[src/hdl/lcd_cmd_pkg.sv]
package lcd_cmd_pkg;

    // ========================================
    // HD44780 instruction codes, 8-bit mode
    // ========================================
    localparam logic [7:0] CMD_WAKEUP     = 8'h30;
    localparam logic [7:0] CMD_FUNC_SET   = 8'h38;  // 8-bit, 2 lines, 5x8 font
    localparam logic [7:0] CMD_DISP_OFF   = 8'h08;
    localparam logic [7:0] CMD_DISP_CLEAR = 8'h01;
    localparam logic [7:0] CMD_ENTRY_MODE = 8'h06;  // increment, no shift
    localparam logic [7:0] CMD_DISP_ON    = 8'h0C;  // cursor off

    // DDRAM start of each display line
    localparam logic [6:0] LINE1_BASE = 7'h00;
    localparam logic [6:0] LINE2_BASE = 7'h40;

    // 16 columns per line
    localparam int COL_W = 4;

    // ========================================
    // bus word
    // ========================================
    // same byte seen as a plain instruction or as set DDRAM address
    typedef union packed {
        logic [7:0] instr;
        struct packed {
            logic       set_flag;  // bit 7, marks set-address
            logic [6:0] addr;
        } ddram;
    } lcd_word_u;

    // what the bus driver puts on the pins for a step
    typedef enum logic [1:0] {
        sel_cmd,
        sel_addr,
        sel_char
    } bus_sel_t;

endpackage

[src/hdl/lcd_timing_pkg.sv]
package lcd_timing_pkg;

    // ========================================
    // step hold times
    // ========================================
    typedef enum logic [2:0] {
        power_up,    // supply settle, no E strobe
        wake_long,   // after first 0x30
        wake_short,  // after second 0x30
        command,     // normal instruction or data write
        clear        // display clear needs the long one
    } wait_kind_t;

    // E strobe window, in counter ticks from step start
    localparam int E_PULSE_START = 2;
    localparam int E_PULSE_END   = 22;

    function automatic int unsigned wait_us(input wait_kind_t kind);
        case (kind)
            power_up:   return 15000;
            wake_long:  return 5000;
            wake_short: return 100;
            clear:      return 2000;
            default:    return 50;
        endcase
    endfunction

    // only the power-up wait runs without a strobe
    function automatic logic has_e_pulse(input wait_kind_t kind);
        return kind != power_up;
    endfunction

endpackage

[src/hdl/lcd_timer_if.sv]
`timescale 1ns/1ps

interface lcd_timer_if;
    import lcd_timing_pkg::*;

    logic       start;      // one-cycle kick, timer must be idle
    wait_kind_t kind;       // hold time for the step
    logic       e_active;   // inside the strobe window
    logic       step_done;  // last counting cycle

    modport seq (
        output start,
        output kind,
        input  e_active,
        input  step_done
    );

    modport tmr (
        input  start,
        input  kind,
        output e_active,
        output step_done
    );

endinterface

[src/hdl/lcd_bus_driver.sv]
`timescale 1ns/1ps

module lcd_bus_driver (
    input  logic                              clk,
    input  logic                              rst_n,
    input  logic                              capture,
    input  logic                              load,
    input  lcd_cmd_pkg::bus_sel_t             sel,
    input  logic [7:0]                        cmd_code,
    input  logic                              e_active,
    input  logic                              row,
    input  logic [lcd_cmd_pkg::COL_W-1:0]     col,
    input  logic [7:0]                        char_code,
    output logic                              lcd_e,
    output logic                              lcd_rs,
    output logic                              lcd_rw,
    output logic [7:0]                        lcd_data
);
    import lcd_cmd_pkg::*;

    logic             row_q;
    logic [COL_W-1:0] col_q;
    logic [7:0]       char_q;
    lcd_word_u        word;

    // request payload, held for both steps
    always_ff @(posedge clk) begin
        if (capture) begin
            row_q  <= row;
            col_q  <= col;
            char_q <= char_code;
        end
    end

    always_comb begin
        word = '0;
        case (sel)
            sel_addr: begin
                word.ddram.set_flag = 1'b1;
                word.ddram.addr     = (row_q ? LINE2_BASE : LINE1_BASE) + 7'(col_q);
            end
            sel_char: word.instr = char_q;
            default:  word.instr = cmd_code;
        endcase
    end

    // ========================================
    // pin registers
    // ========================================
    always_ff @(posedge clk or negedge rst_n) begin
        if (!rst_n) begin
            lcd_e    <= 1'b0;
            lcd_rs   <= 1'b0;
            lcd_data <= 8'h00;
        end else begin
            lcd_e <= e_active;
            if (load) begin
                lcd_rs   <= (sel == sel_char);
                lcd_data <= word.instr;
            end
        end
    end

    assign lcd_rw = 1'b0;  // write only

    a_rs_only_for_char: assert property (@(posedge clk) disable iff (!rst_n)
        lcd_e |-> (lcd_rs == (sel == sel_char)));

endmodule

[src/hdl/lcd_sequencer.sv]
`timescale 1ns/1ps

module lcd_sequencer (
    input  logic                  clk,
    input  logic                  rst_n,
    input  logic                  req,
    output logic                  busy,
    output logic                  done,
    output logic                  capture,
    output logic                  load,
    output lcd_cmd_pkg::bus_sel_t sel,
    output logic [7:0]            cmd_code,
    lcd_timer_if.seq              tmr_bus
);
    import lcd_timing_pkg::*;
    import lcd_cmd_pkg::*;

    // ========================================
    // states
    // ========================================
    localparam logic [3:0] ST_PWR_WAIT   = 4'd0;
    localparam logic [3:0] ST_INIT_1     = 4'd1;
    localparam logic [3:0] ST_INIT_2     = 4'd2;
    localparam logic [3:0] ST_INIT_3     = 4'd3;
    localparam logic [3:0] ST_FUNC_SET   = 4'd4;
    localparam logic [3:0] ST_DISP_OFF   = 4'd5;
    localparam logic [3:0] ST_DISP_CLR   = 4'd6;
    localparam logic [3:0] ST_ENTRY_MODE = 4'd7;
    localparam logic [3:0] ST_DISP_ON    = 4'd8;
    localparam logic [3:0] ST_IDLE       = 4'd9;
    localparam logic [3:0] ST_SET_ADDR   = 4'd10;
    localparam logic [3:0] ST_WRITE_CHAR = 4'd11;

    logic [3:0] state;
    logic [3:0] next_state;
    logic       issued;     // start already sent for this state
    wait_kind_t step_kind;

    // per-state step description
    always_comb begin
        step_kind  = command;
        sel        = sel_cmd;
        cmd_code   = 8'h00;
        next_state = ST_IDLE;
        case (state)
            ST_PWR_WAIT: begin
                step_kind  = power_up;
                next_state = ST_INIT_1;
            end
            ST_INIT_1: begin
                step_kind  = wake_long;
                cmd_code   = CMD_WAKEUP;
                next_state = ST_INIT_2;
            end
            ST_INIT_2: begin
                step_kind  = wake_short;
                cmd_code   = CMD_WAKEUP;
                next_state = ST_INIT_3;
            end
            ST_INIT_3: begin
                cmd_code   = CMD_WAKEUP;
                next_state = ST_FUNC_SET;
            end
            ST_FUNC_SET: begin
                cmd_code   = CMD_FUNC_SET;
                next_state = ST_DISP_OFF;
            end
            ST_DISP_OFF: begin
                cmd_code   = CMD_DISP_OFF;
                next_state = ST_DISP_CLR;
            end
            ST_DISP_CLR: begin
                step_kind  = clear;
                cmd_code   = CMD_DISP_CLEAR;
                next_state = ST_ENTRY_MODE;
            end
            ST_ENTRY_MODE: begin
                cmd_code   = CMD_ENTRY_MODE;
                next_state = ST_DISP_ON;
            end
            ST_DISP_ON: begin
                cmd_code   = CMD_DISP_ON;
                next_state = ST_IDLE;
            end
            ST_SET_ADDR: begin
                sel        = sel_addr;  // address built in the bus driver
                next_state = ST_WRITE_CHAR;
            end
            ST_WRITE_CHAR: begin
                sel        = sel_char;
                next_state = ST_IDLE;
            end
            default: next_state = ST_IDLE;
        endcase
    end

    // one kick per step, first cycle in the state
    assign load          = (state != ST_IDLE) && !issued;
    assign tmr_bus.start = load;
    assign tmr_bus.kind  = step_kind;
    assign capture       = (state == ST_IDLE) && req;

    // ========================================
    // state register
    // ========================================
    always_ff @(posedge clk or negedge rst_n) begin
        if (!rst_n) begin
            state  <= ST_PWR_WAIT;
            issued <= 1'b0;
            busy   <= 1'b1;
            done   <= 1'b0;
        end else begin
            done <= 1'b0;
            if (state == ST_IDLE) begin
                if (req) begin
                    busy  <= 1'b1;
                    state <= ST_SET_ADDR;
                end
            end else if (!issued) begin
                issued <= 1'b1;
            end else if (tmr_bus.step_done) begin
                state  <= next_state;
                issued <= 1'b0;
                if (next_state == ST_IDLE)
                    busy <= 1'b0;  // end of init or of a write
                if (state == ST_WRITE_CHAR)
                    done <= 1'b1;
            end
        end
    end

    a_done_after_char: assert property (@(posedge clk) disable iff (!rst_n)
        done |-> ($past(state) == ST_WRITE_CHAR && state == ST_IDLE));

endmodule

[src/hdl/lcd_top.sv]
`timescale 1ns/1ps

module lcd_top #(
    parameter int CLK_HZ = 25_000_000
) (
    input  logic                          clk,
    input  logic                          rst_n,
    input  logic                          req,
    input  logic                          row,
    input  logic [lcd_cmd_pkg::COL_W-1:0] col,
    input  logic [7:0]                    char_code,
    output logic                          busy,
    output logic                          done,
    output logic                          lcd_e,
    output logic                          lcd_rs,
    output logic                          lcd_rw,
    output logic [7:0]                    lcd_data
);
    import lcd_cmd_pkg::*;

    // ========================================
    // internal wiring
    // ========================================
    lcd_timer_if tmr_if ();

    logic       capture;
    logic       load;
    bus_sel_t   sel;
    logic [7:0] cmd_code;

    lcd_sequencer u_seq (
        .clk      (clk),
        .rst_n    (rst_n),
        .req      (req),
        .busy     (busy),
        .done     (done),
        .capture  (capture),
        .load     (load),
        .sel      (sel),
        .cmd_code (cmd_code),
        .tmr_bus  (tmr_if.seq)
    );

    lcd_wait_timer #(
        .CLK_HZ (CLK_HZ)
    ) u_tmr (
        .clk     (clk),
        .rst_n   (rst_n),
        .tmr_bus (tmr_if.tmr)
    );

    // pins
    lcd_bus_driver u_drv (
        .clk       (clk),
        .rst_n     (rst_n),
        .capture   (capture),
        .load      (load),
        .sel       (sel),
        .cmd_code  (cmd_code),
        .e_active  (tmr_if.e_active),
        .row       (row),
        .col       (col),
        .char_code (char_code),
        .lcd_e     (lcd_e),
        .lcd_rs    (lcd_rs),
        .lcd_rw    (lcd_rw),
        .lcd_data  (lcd_data)
    );

endmodule

[src/hdl/lcd_wait_timer.sv]
`timescale 1ns/1ps

module lcd_wait_timer #(
    parameter int CLK_HZ = 25_000_000
) (
    input  logic       clk,
    input  logic       rst_n,
    lcd_timer_if.tmr   tmr_bus
);
    import lcd_timing_pkg::*;

    localparam int CYC_PER_US = CLK_HZ / 1_000_000;
    // sized for the longest step, the power-up wait
    localparam int CNT_W = $clog2(E_PULSE_END + wait_us(power_up) * CYC_PER_US + 1);

    logic             running;
    logic [CNT_W-1:0] cnt;
    logic [CNT_W-1:0] end_cnt;
    wait_kind_t       kind_q;

    // strobe window first, then the hold time
    assign end_cnt = CNT_W'(E_PULSE_END + wait_us(kind_q) * CYC_PER_US);

    // ========================================
    // step counter
    // ========================================
    always_ff @(posedge clk or negedge rst_n) begin
        if (!rst_n) begin
            running <= 1'b0;
            cnt     <= '0;
            kind_q  <= power_up;
        end else if (!running) begin
            if (tmr_bus.start) begin
                running <= 1'b1;
                cnt     <= '0;
                kind_q  <= tmr_bus.kind;
            end
        end else if (cnt == end_cnt) begin
            running <= 1'b0;  // idle again next cycle
        end else begin
            cnt <= cnt + 1'b1;
        end
    end

    // high for E_PULSE_END - E_PULSE_START ticks
    assign tmr_bus.e_active = running && has_e_pulse(kind_q)
                              && (cnt >= CNT_W'(E_PULSE_START))
                              && (cnt <  CNT_W'(E_PULSE_END));

    assign tmr_bus.step_done = running && (cnt == end_cnt);

    // ========================================
    // checks
    // ========================================
    // a power-up kick must leave E low where the strobe would rise
    a_no_e_in_power_up: assert property (@(posedge clk) disable iff (!rst_n)
        ($past(tmr_bus.start, E_PULSE_START + 1)
         && $past(tmr_bus.kind, E_PULSE_START + 1) == power_up)
        |-> !tmr_bus.e_active);

    // sequencer must wait for step_done before the next kick
    a_start_when_idle: assert property (@(posedge clk) disable iff (!rst_n)
        tmr_bus.start |-> !running);

endmodule

[config.mk]
export PLATFORM = sky130hd
export DESIGN_NAME = lcd_top
export DESIGN_NICKNAME = d
export VERILOG_FILES = /design/src/hdl/lcd_cmd_pkg.sv /design/src/hdl/lcd_timing_pkg.sv /design/src/hdl/lcd_timer_if.sv /design/src/hdl/lcd_bus_driver.sv /design/src/hdl/lcd_sequencer.sv /design/src/hdl/lcd_top.sv /design/src/hdl/lcd_wait_timer.sv
export SDC_FILE = /design/constraint.sdc
export NUM_CORES = 1
export LEC_CHECK = 0
export ABC_AREA = 1
export BUFFER_PORTS_ARGS = -buffer_cell sky130_fd_sc_hd__buf_2
export CORE_MARGIN = 1.5
export CORE_UTILIZATION = 30
export CTS_BUF_LIST = sky130_fd_sc_hd__clkbuf_4 sky130_fd_sc_hd__clkbuf_8
export CTS_CLUSTER_DIAMETER = 200
export CTS_CLUSTER_SIZE = 10
export DETAILED_ROUTE_END_ITERATION = 10
export PLACE_DENSITY = 0.56
export SETUP_SLACK_MARGIN = 0.15
export SLEW_MARGIN = 15
export SYNTH_ARGS = -nofsm -noshare
export SYNTH_HDL_FRONTEND = slang
export SYNTH_SLANG_ARGS = --single-unit
[constraint.sdc]
create_clock -name clk -period 8.99 [get_ports clk]
set_input_delay 0 -clock clk [delete_from_list [all_inputs] [get_ports clk]]
set_output_delay 0 -clock clk [all_outputs]
set_load 0.1 [all_outputs]
==> impl_metrics.toml, run 1 <==
[final_layout]
final_area_um2 = 4640
antenna_cells = 0
nets = 628
area_growth_pct = 13.4
layout-drive-gt1-share_pct = 12.3

[sta]
finalCriticalPeriod_ps = 4450
fin_skew_ps = 7.12
fin_setup_tns_ps = 0
finalCritPeriodShare_pct = 49.5
maxSlewViolCount = 0
rsz0062_at_grt = "false"
hold_viol_final = 0
tightest_slew_ps = 943
slew_headroom_pct = 37.1
max_freq_mhz = 224
finalSetupViolations = 0

[synthesis]
syn_inst = 537
yosysTopAreaCell = "dfrtp_1"
ys_async_sr_fraction_pct = 75.5
ys_ff_latch = 53
synth_cell_types = 43
syn_area_per_cell_um2 = 7.62
ys_warn_count = 0
yosysMostFrequentCell = "nand2_1"
ys.flop_type = "dfrtp_1"
syn_area_um2 = 4090
netlist_top_cells_area = "dfrtp_1 (24%), nand2_1 (11%), edfxtp_1 (9.5%)"
synth_top_area_share_pct = 23.9
synth_edf_count = 13
yosysSeqAreaShare_pct = 34.0
yosys-top-cells-count = "nand2_1 (116), inv_1 (87), nor2_1 (55), dfrtp_1 (39), nand3_1 (38)"

[clock_network]
cts_setup_buffers = 0
cts_made_buffers = 5
cts.clk_slew.worst_paths_ps = 110
clock-sinks = 53
cts_tree = "done"
cts_hold_repair.buffers = 14
htreeDepth = 2
clk_latency_ps = 320
root_buffer = "clkbuf_8"
ctsResizeCount = 0
cts_buffer_depth = 2

[placement]
placed_area_um2 = 4400
hpwl_mm = 7.80
gp_congestion = 0.890
port_buffers = 27

[floorplan]
fp.dieH_um = 120
start_util_pct = 30.8
num_io_pins = 29
die-area_um2 = 14300
die-width_um = 120
core_um2 = 13300
rows = 42

[critical_path]
cp-end-kind = "flip-flop"
required_ps = 9230
r2r_setup_slack_ps = 4540
max_stage_delay_ps = 500
cp.arrival_ps = 4700
critPathBufInv = 7
crit_slowest_cell = "dfrtp_1"
cp.depth = 28
crit_path_end = "u_tmr.cnt[5]"
timing.rr.end = "u_tmr.cnt[5]"
crit_top_cell = "nand2_1"
critPathMaxFanout = 22
r2r_cells = 28
start_kind = "flip-flop"
startpoint = "u_tmr.kind_q[2]"
r2r-start = "u_tmr.kind_q[2]"
cp_top_family = "simple AND/OR/NAND/NOR gates"
worstSetupPathType = "reg -> reg"

[route]
drc = 0
vias = 3552
drtIter0Drc = 203
wirelength_mm = 9.87
dr.pass1.iters = 4
detail-route-antenna-nets = 0
wl_per_cell_um = 13.1
via_per_inst = 4.70

[power]
seq_power_share_pct = 59.3
internal_power_mw = 0.314
p_leak_nw = 2.24
clockPowerShare_pct = 35.5
switchingPower_mw = 0.102
power_frac_comb_pct = 5.2
swShare_pct = 24.6
ir_drop_mv = 0.0655
p_per_area_nw_per_um2 = 89.8

[global_route]
grt_pass1_vias = 3449
grt_max_degree = 41
grt_use_total_pct = 14.7
grt_overflow = 0
grt_pass1_wl_mm = 16.9
antenna_found_initial = 0

[run]
max-cap-violations = 0

[run_status]
run_status = "completed"

[worst_hold_path]
hold_path_class = "in -> reg"
## worst min-delay path, cell delays in order
cell,delay (ps)
buf_2,90
inv_1,80
nor2_2,150
inv_1,90
nand2_1,50
## area by class of cell
| class | count | area, µm² |
|---|---|---|
| fill | 1366 | 8660 |
| multi-input combinational | 384 | 2300 |
| sequential | 53 | 1390 |
| inverter | 93 | 352 |
| timing repair buffer | 41 | 275 |
| tap | 176 | 220 |
| clock buffer | 5 | 68.8 |
| clock inverter | 3 | 28.8 |
## placed cells by master (no fill, tap or decap), types with 3 or more instances in the layout
cell,netlist,final
buf_2,0,27
xnor2_1,8,8
nand3b_1,3,3
nand2_4,4,4
nand2_1,116,116
clkbuf_8,0,5
nand3_1,38,38
nor4_1,7,7
o22ai_2,6,6
xor2_1,14,14
conb_1,2,3
o21a_1,3,3
dlygate4sd3_1,0,14
o21ai_0,26,26
nor3_1,7,7
fa_1,5,5
a22oi_1,4,4
o21ai_2,7,7
ha_1,29,29
dfrtp_1,39,39
a21oi_1,11,11
nand4_1,14,14
a31oi_1,3,3
inv_1,87,87
nor2_1,55,54
inv_2,4,4
edfxtp_1,13,13
nand2_2,5,5
## kinds of logic after synthesis
group                    synth area share [%]
AND/OR/NAND/NOR                          28.3
buffers and inverters                    9.88
AO/OA/AOI/OAI                            11.6
flip-flops                               34.0
adder cells (fa/ha/maj)                  11.3
XOR/XNOR                                 4.71
other                                   0.184
## routing by layer
metal / vias to the layer above / GRT usage (%) / part of all wire [%]
met4: 0 / 5.36 / 2.5
met1: 1638 / 19.9 / 47
li1: 1823 / - / -
met2: 73 / 24.4 / 46
met5: - / 0 / 0
met3: 18 / 1.66 / 4.2
## power by group through the flow
stage          Sequential [mW]  Combinational, mW  Clock (mW)
2_1_floorplan            0.254            0.00752           0
3_3_place_gp             0.252             0.0171           0
3_5_place_dp             0.252             0.0176           0
4_1_cts                  0.247             0.0222       0.155
5_1_grt                  0.247             0.0246       0.164
6_report                 0.247             0.0218       0.148
## how the worst min path moves through the flow
| stage | slack [ps] | to | cells after the start | start |
|---|---|---|---|---|
| after floorplan | -300 | u_drv.lcd_data[0] | 0 | rst_n |
| after global placement | 180 | u_tmr.cnt[5] | 1 | rst_n |
| after detailed placement | 180 | u_drv.char_q[0] | 1 | char_code[0] |
| after CTS | 110 | u_seq.state[3] | 5 | req |
| after global routing | 180 | u_seq.state[3] | 5 | req |
| final | 130 | u_seq.busy | 5 | req |
## through the flow
stage	std cells	setup WS (ps)	hold WS [ps]	util (%)	power (mW)
2_1_floorplan	538	5210	-296	-	0.261
3_3_place_gp	733	4640	177	33.1	0.269
3_5_place_dp	733	4570	179	33.1	0.269
4_1_cts	755	4530	113	34.9	0.424
5_1_grt	755	4050	177	34.9	0.435
6_report	755	4540	135	34.9	0.416
## state kept, by name (all words and copies together) (netlist names)
register and cells:
u_drv.lcd_e 1, u_tmr.cnt 19, u_seq.done 1, u_drv.char_q 8, u_drv.lcd_rs 1, u_drv.col_q 4
u_drv.lcd_data 8, u_seq.state 4, u_tmr.kind_q 3, u_tmr.running 1, u_seq.busy 1, u_seq.issued 1
u_drv.row_q 1
No activity file was read; power rests on OpenSTA's default activity.
==> run 2: changes to the inputs <==
==> constraint.sdc (replaced) <==
create_clock -name clk -period 4.2 [get_ports clk]
set_input_delay 0 -clock clk [delete_from_list [all_inputs] [get_ports clk]]
set_output_delay 0 -clock clk [all_outputs]
set_load 0.1 [all_outputs]
==> run 2 against run 1 <==
  * Sequential power up 110%
  * Clock skew increased by 2.6 ps
  * Power is 130% higher
  * Via count up 6.2%
  * Clock-buffer cell count unchanged
  * Sequential share of layout area fell by 2.5 points
  * First-iteration DRC count grew 28%
  * Die area did not move
  * Critical path type unchanged
  * Largest cell class unchanged
  * Largest power group unchanged
  * Highest routed layer unchanged
==> impl_metrics.toml, run 2 (synthesized netlist as in run 1, its figures left out) <==
[run_status]
run_status = "completed"

[final_layout]
antenna_cells = 0
layout-drive-gt1-share_pct = 19.8
final_cell_mix = "nand2_1 (110), inv_1 (85), nor2_1 (50)"
largest_reg_flops = 19
fill_cells = 1367
top_regs = "u_tmr.cnt: 19 flops, u_drv.char_q: 8 flops, u_drv.lcd_data: 8 flops"
area_growth_pct = 23.7
regMostFlops = "u_tmr.cnt"
nets = 649
instances_no_fill = 776
final_common_cell = "nand2_1"

[global_route]
grt_max_degree = 41
grt_use_total_pct = 14.9
grt_pass1_wl_mm = 17.1
grt_overflow = 0
grt-busiest-layer = "met2"
antenna_found_initial = 0
grt_use_met2_pct = 26.1
grt_use_met3_pct = 1.33
grt_pass1_vias = 3654
grtUsageMet1_pct = 18.6

[route]
dr.pass1.iters = 5
wl_per_cell_um = 13.5
detail-route-antenna-nets = 0
drtIter0Drc = 259
drc = 0
wirelength_mm = 10.5
via_per_inst = 4.86
vias = 3773

[power]
seq_power_share_pct = 55.6
p_per_area_nw_per_um2 = 188
internal_power_mw = 0.733
ir_drop_mv = 0.180
p_leak_nw = 2.36
clockPowerShare_pct = 39.1
swShare_pct = 22.9
power_frac_comb_pct = 5.3
switchingPower_mw = 0.217

[floorplan]
fp.dieH_um = 120
start_util_pct = 30.8
die-width_um = 120
core_um2 = 13300
rows = 42
die-area_um2 = 14300
num_io_pins = 29

[sta]
finalSetupViolations = 0
rsz0062_at_grt = "true"
max_freq_mhz = 261
fin_setup_tns_ps = 0
fin_skew_ps = 9.76
slew_headroom_pct = 38.1
hold_viol_final = 0
finalCritPeriodShare_pct = 91.2
tightest_slew_ps = 928
maxSlewViolCount = 0
finalCriticalPeriod_ps = 3830

[clock_network]
cts_buffer_depth = 2
cts_tree = "done"
clock-sinks = 53
cts.clk_slew.worst_paths_ps = 110
clk_latency_ps = 320
htreeDepth = 2
cts_made_buffers = 5
root_buffer = "clkbuf_8"

[worst_hold_path]
min-delay-start = "req"
hold_path_class = "in -> reg"

[critical_path]
worstSetupPathType = "reg -> reg"
cp_cell_sequence = "buf_6 > a21oi_4 > inv_1 > ha_1 > inv_1 > fa_1 > inv_1 > ha_4 > ha_4 > nand2_2 > nor2_1 > a211oi_2 > nand2_1 > nand2_1 > nand2_1 > inv_1 > nand2_1 > nor2_2 > nand4_1 > nand2_2 > buf_4 > nand3_1 > nand2_1"
start_kind = "flip-flop"
crit_slowest_cell = "fa_1"
cp-end-kind = "flip-flop"
max_stage_delay_ps = 540
crit_top_cell = "nand2_1"
required_ps = 4470
startpoint = "u_tmr.kind_q[2]"
critPathMaxFanout = 5
cp.arrival_ps = 4100
r2r-start = "u_tmr.kind_q[2]"

[placement]
hpwl_mm = 7.71
port_buffers = 27
dp.cells = 740
gp_congestion = 0.926

[run]
max-cap-violations = 0
run 2: changes by cell type in the layout (fill, tap and decap cells not counted), moves of 3 or more:
cell / previous run / this run
ha_4: 0 / 8
buf_6: 0 / 3
nand2_2: 5 / 9
buf_4: 0 / 14
nand3_1: 38 / 35
nand3_2: 2 / 5
nor2_1: 54 / 50
nand2_1: 116 / 110
ha_1: 29 / 21
run 2: final cells by class:
| class | instances | area, µm² | share of cell area, % |
|---|---|---|---|
| Multi-Input combinational cell | 386 | 2520 | 49.9 |
| Timing Repair inverter | 1 | 6.26 | 0.124 |
| Clock inverter | 3 | 50.0 | 0.989 |
| Clock buffer | 5 | 68.8 | 1.36 |
| Timing Repair Buffer | 59 | 434 | 8.58 |
| Sequential cell | 53 | 1390 | 27.5 |
| Tap cell | 176 | 220 | 4.35 |
| Inverter | 93 | 362 | 7.15 |
run 2: per-layer routing:
layer / vias to the layer above / routed length [µm]
met2: 99 / 5210
li1: 1874 / -
met5: - / 0
met4: 0 / 204
met3: 16 / 355
met1: 1784 / 4690
run 2: path summary, 6_finish.rpt:
check / cells after the start / to / slack, ps
hold / removal: 5 / u_seq.busy / 130
min in group asynchronous: 2 / u_seq.state[2] / 350
setup reg to reg: 23 / u_seq.state[3] / 370
hold reg to reg: 2 / u_seq.busy / 470
max in group asynchronous: 2 / u_tmr.kind_q[0] / 3230
setup / recovery: 23 / u_seq.state[3] / 370
run 2: power groups by stage:
stage                     clock network [mW]  logic [mW]  registers, mW
after CTS                              0.382      0.0471          0.528
after floorplan                            0      0.0161          0.543
after detailed placement                   0      0.0372          0.539
final                                  0.371      0.0507          0.528
after global placement                     0      0.0363          0.539
after global routing                   0.403      0.0572          0.529
run 2: what timing repair did:
action	CTS	global route
setup buffers	0	11
setup endpoints to repair	23	27
pin swaps	1	14
hold endpoints to repair	52	0
gates resized for setup	7	37
hold buffers	14	0
cloned	1	2
run 2: stage by stage:
step                instance area [µm²]  hold slack, ps  setup WS (ps)  utilization (%)  power (mW)
floorplan                          4100            -296            420                -       0.559
global placement                   4450             177        -0.0564             33.5       0.575
detailed placement                 4450             178          -62.8             33.5       0.576
CTS                                4750             132            152             35.7       0.958
global route                       5060             202            142             38.1       0.989
finish                             5060             135            369             38.1       0.950
run 2: critical path, delay by kind of cell, from the launching register on:
kind	cells	cell delay, ps
simple gates	11	1120
compound gates	2	380
flops	1	430
fa+ha+maj	4	1320
buf+inv	6	520
==> run 3: changes to the inputs <==
--- a/config.mk
+++ b/config.mk
@@ -13,6 +13,7 @@
 export CTS_CLUSTER_DIAMETER = 200
 export CTS_CLUSTER_SIZE = 10
 export DETAILED_ROUTE_END_ITERATION = 10
+export GPL_TIMING_DRIVEN = 0
 export PLACE_DENSITY = 0.56
 export SETUP_SLACK_MARGIN = 0.15
 export SLEW_MARGIN = 15
==> run 3 against run 2 <==
  * Sequential cell count unchanged
  * Via count down 3.0%
  * Critical path depth up 1
  * Sequential share of layout area down 0.54 points
  * Critical path type unchanged
  * Worst setup slack worse by 3.6 ps
  * Non-clock buffer count up 11
  * Clock-buffer cell count unchanged
  * Largest power group unchanged
  * Routed wire length down 2.4%
  * First-iteration DRC count down 18%
  * Combinational power down 2%
==> impl_metrics.toml, run 3 (synthesized netlist as in run 1, its figures left out) <==
[final_layout]
fill_cells = 1356
layout-drive-gt1-share_pct = 20.9
final_common_cell = "nand2_1"
largest_reg_flops = 19
postLayoutCoreUtil_pct = 38.8
regMostFlops = "u_tmr.cnt"
top_regs = "u_tmr.cnt: 19 flops, u_drv.char_q: 8 flops, u_drv.lcd_data: 8 flops"
antenna_cells = 0
area_growth_pct = 26.2
nets = 657
final_cell_mix = "nand2_1 (108), inv_1 (81), nor2_1 (51)"

[critical_path]
cp-end-kind = "flip-flop"
r2r_cells = 24
cp_cell_sequence = "buf_12 > a21oi_4 > inv_2 > ha_4 > inv_1 > fa_1 > inv_1 > ha_4 > ha_4 > nand2_2 > nor2_1 > a211oi_2 > nand2_1 > nand2_1 > nand2_1 > inv_2 > nand2_1 > nor2_4 > nand3_4 > nand2_4 > nand2_8 > buf_8 > nand2_1 > o21ai_2"
timing.rr.end = "u_tmr.cnt[3]"
worstSetupPathType = "reg -> reg"
r2r_setup_slack_ps = 370
required_ps = 4410
crit_slowest_cell = "fa_1"
cp_top_family = "adder cells"
crit_top_cell = "nand2_1"
max_stage_delay_ps = 530
critPathBufInv = 6
critPathMaxFanout = 6
start_kind = "flip-flop"
r2r-start = "u_tmr.kind_q[2]"
cp.arrival_ps = 4050

[clock_network]
cts_made_buffers = 5
clk_latency_ps = 320
cts.clk_slew.worst_paths_ps = 110
cts_buffer_depth = 2
cts_tree = "done"
clock-sinks = 53
htreeDepth = 2
root_buffer = "clkbuf_8"

[worst_hold_path]
min_to = "u_seq.busy"
hold_path_class = "in -> reg"
hold_depth = 5
min-delay-start = "req"

[global_route]
grt_pass1_wl_mm = 16.7
grt_use_total_pct = 14.6
grt_pass1_vias = 3479
grt_max_degree = 41
grt_use_met3_pct = 1.66
grt_overflow = 0
grt-busiest-layer = "met2"
grt_use_met2_pct = 25.7
antenna_found_initial = 0
grtUsageMet1_pct = 18.6

[placement]
hpwl_mm = 7.62
port_buffers = 27
detailedPlace.worstSlack_ps = -190
gp_congestion = 0.901

[floorplan]
die-width_um = 120
die-area_um2 = 14300
start_util_pct = 30.8
core_um2 = 13300
num_io_pins = 29
rows = 42
fp.dieH_um = 120

[route]
via_per_inst = 4.67
drtIter0Drc = 213
detail-route-antenna-nets = 0
vias = 3660
wl_per_cell_um = 13.0
dr.pass1.iters = 5
wirelength_mm = 10.2
drc = 0

[power]
p_leak_nw = 2.40
p_per_area_nw_per_um2 = 173
ir_drop_mv = 0.197

[sta]
slew_headroom_pct = 39.0
finalCriticalPeriod_ps = 3830
maxSlewViolCount = 0
max_freq_mhz = 261
tightest_slew_ps = 915
worst_slack_ps = 365
rsz0062_at_grt = "false"
fin_skew_ps = 4.89
finalCritPeriodShare_pct = 91.3
hold_viol_final = 0
finalSetupViolations = 0

[run]
max-cap-violations = 0

[run_status]
run_status = "completed"
[run 3: cell types whose count changed in the layout (fill, tap and decap cells not counted), moves of 3 or more]
| cell | previous run | this run |
|---|---|---|
| clkbuf_1 | 0 | 4 |
| inv_1 | 85 | 81 |
| nand2_2 | 9 | 13 |
| inv_2 | 4 | 7 |
| nand3_2 | 5 | 2 |
| inv_6 | 0 | 3 |
| inv_4 | 3 | 0 |
| nand2_4 | 6 | 1 |
| buf_4 | 14 | 17 |
[run 3: worst max path at each step]
| stage | start | endpoint | slack [ps] | cells past startpoint |
|---|---|---|---|---|
| after floorplan | u_tmr.kind_q[2] | u_tmr.cnt[3] | 420 | 28 |
| after global placement | u_tmr.kind_q[2] | u_tmr.cnt[15] | -130 | 28 |
| after detailed placement | u_tmr.kind_q[2] | u_tmr.cnt[15] | -190 | 23 |
| after CTS | u_tmr.kind_q[1] | u_tmr.cnt[3] | 150 | 28 |
| after global routing | u_tmr.kind_q[1] | u_tmr.cnt[3] | 120 | 28 |
| final | u_tmr.kind_q[2] | u_tmr.cnt[3] | 370 | 24 |
[run 3: cell type report]
cell class                      count  area (µm²)  area share [%]
Timing Repair Buffer               62         497            9.62
Buffer                              8        68.8            1.33
Sequential cell                    53        1400            27.0
Clock buffer                        5        68.8            1.33
Tap cell                          176         220            4.26
Multi-Input combinational cell    384        2510            48.7
Clock inverter                      3        28.8           0.557
Inverter                           93         372            7.19
[run 3: per-layer routing]
metal / part of all wire [%] / wire, µm / vias up
met1: 46 / 4700 / 1692
li1: - / - / 1890
met2: 50 / 5060 / 68
met4: 1.9 / 195 / 0
met3: 2.6 / 264 / 10
met5: 0 / 0 / -
[run 3: power by group]
part	leakage, nW	internal, mW	switching (mW)
Clock	0.0506	0.125	0.192
Combinational	1.74	0.0214	0.0284
Sequential	0.618	0.528	0.000245
[run 3: stage by stage]
stage	TNS (ps)	hold slack [ps]	total power, mW	std cells	area [µm²]
after global routing	0	176	0.932	784	5160
after global placement	-1860	177	0.575	741	4450
after floorplan	0	-296	0.559	538	4100
after detailed placement	-3020	178	0.577	741	4450
final	0	126	0.896	784	5160
after CTS	0	110	0.905	765	4760
[run 3: tightest hold or removal path, delay by kind of cell]
family,cells,cell delay [ps]
buf+inv,3,250
simple gates,2,200
[run 3: timing repair]
| item | CTS | global route |
|---|---|---|
| setup buffers | 2 | 17 |
| pin swaps | 4 | 17 |
| hold endpoints to repair | 52 | 0 |
| endpoints found under the setup margin | 25 | 27 |
| hold buffers | 14 | 0 |
| cloned | 0 | 2 |
| resized for setup | 11 | 43 |
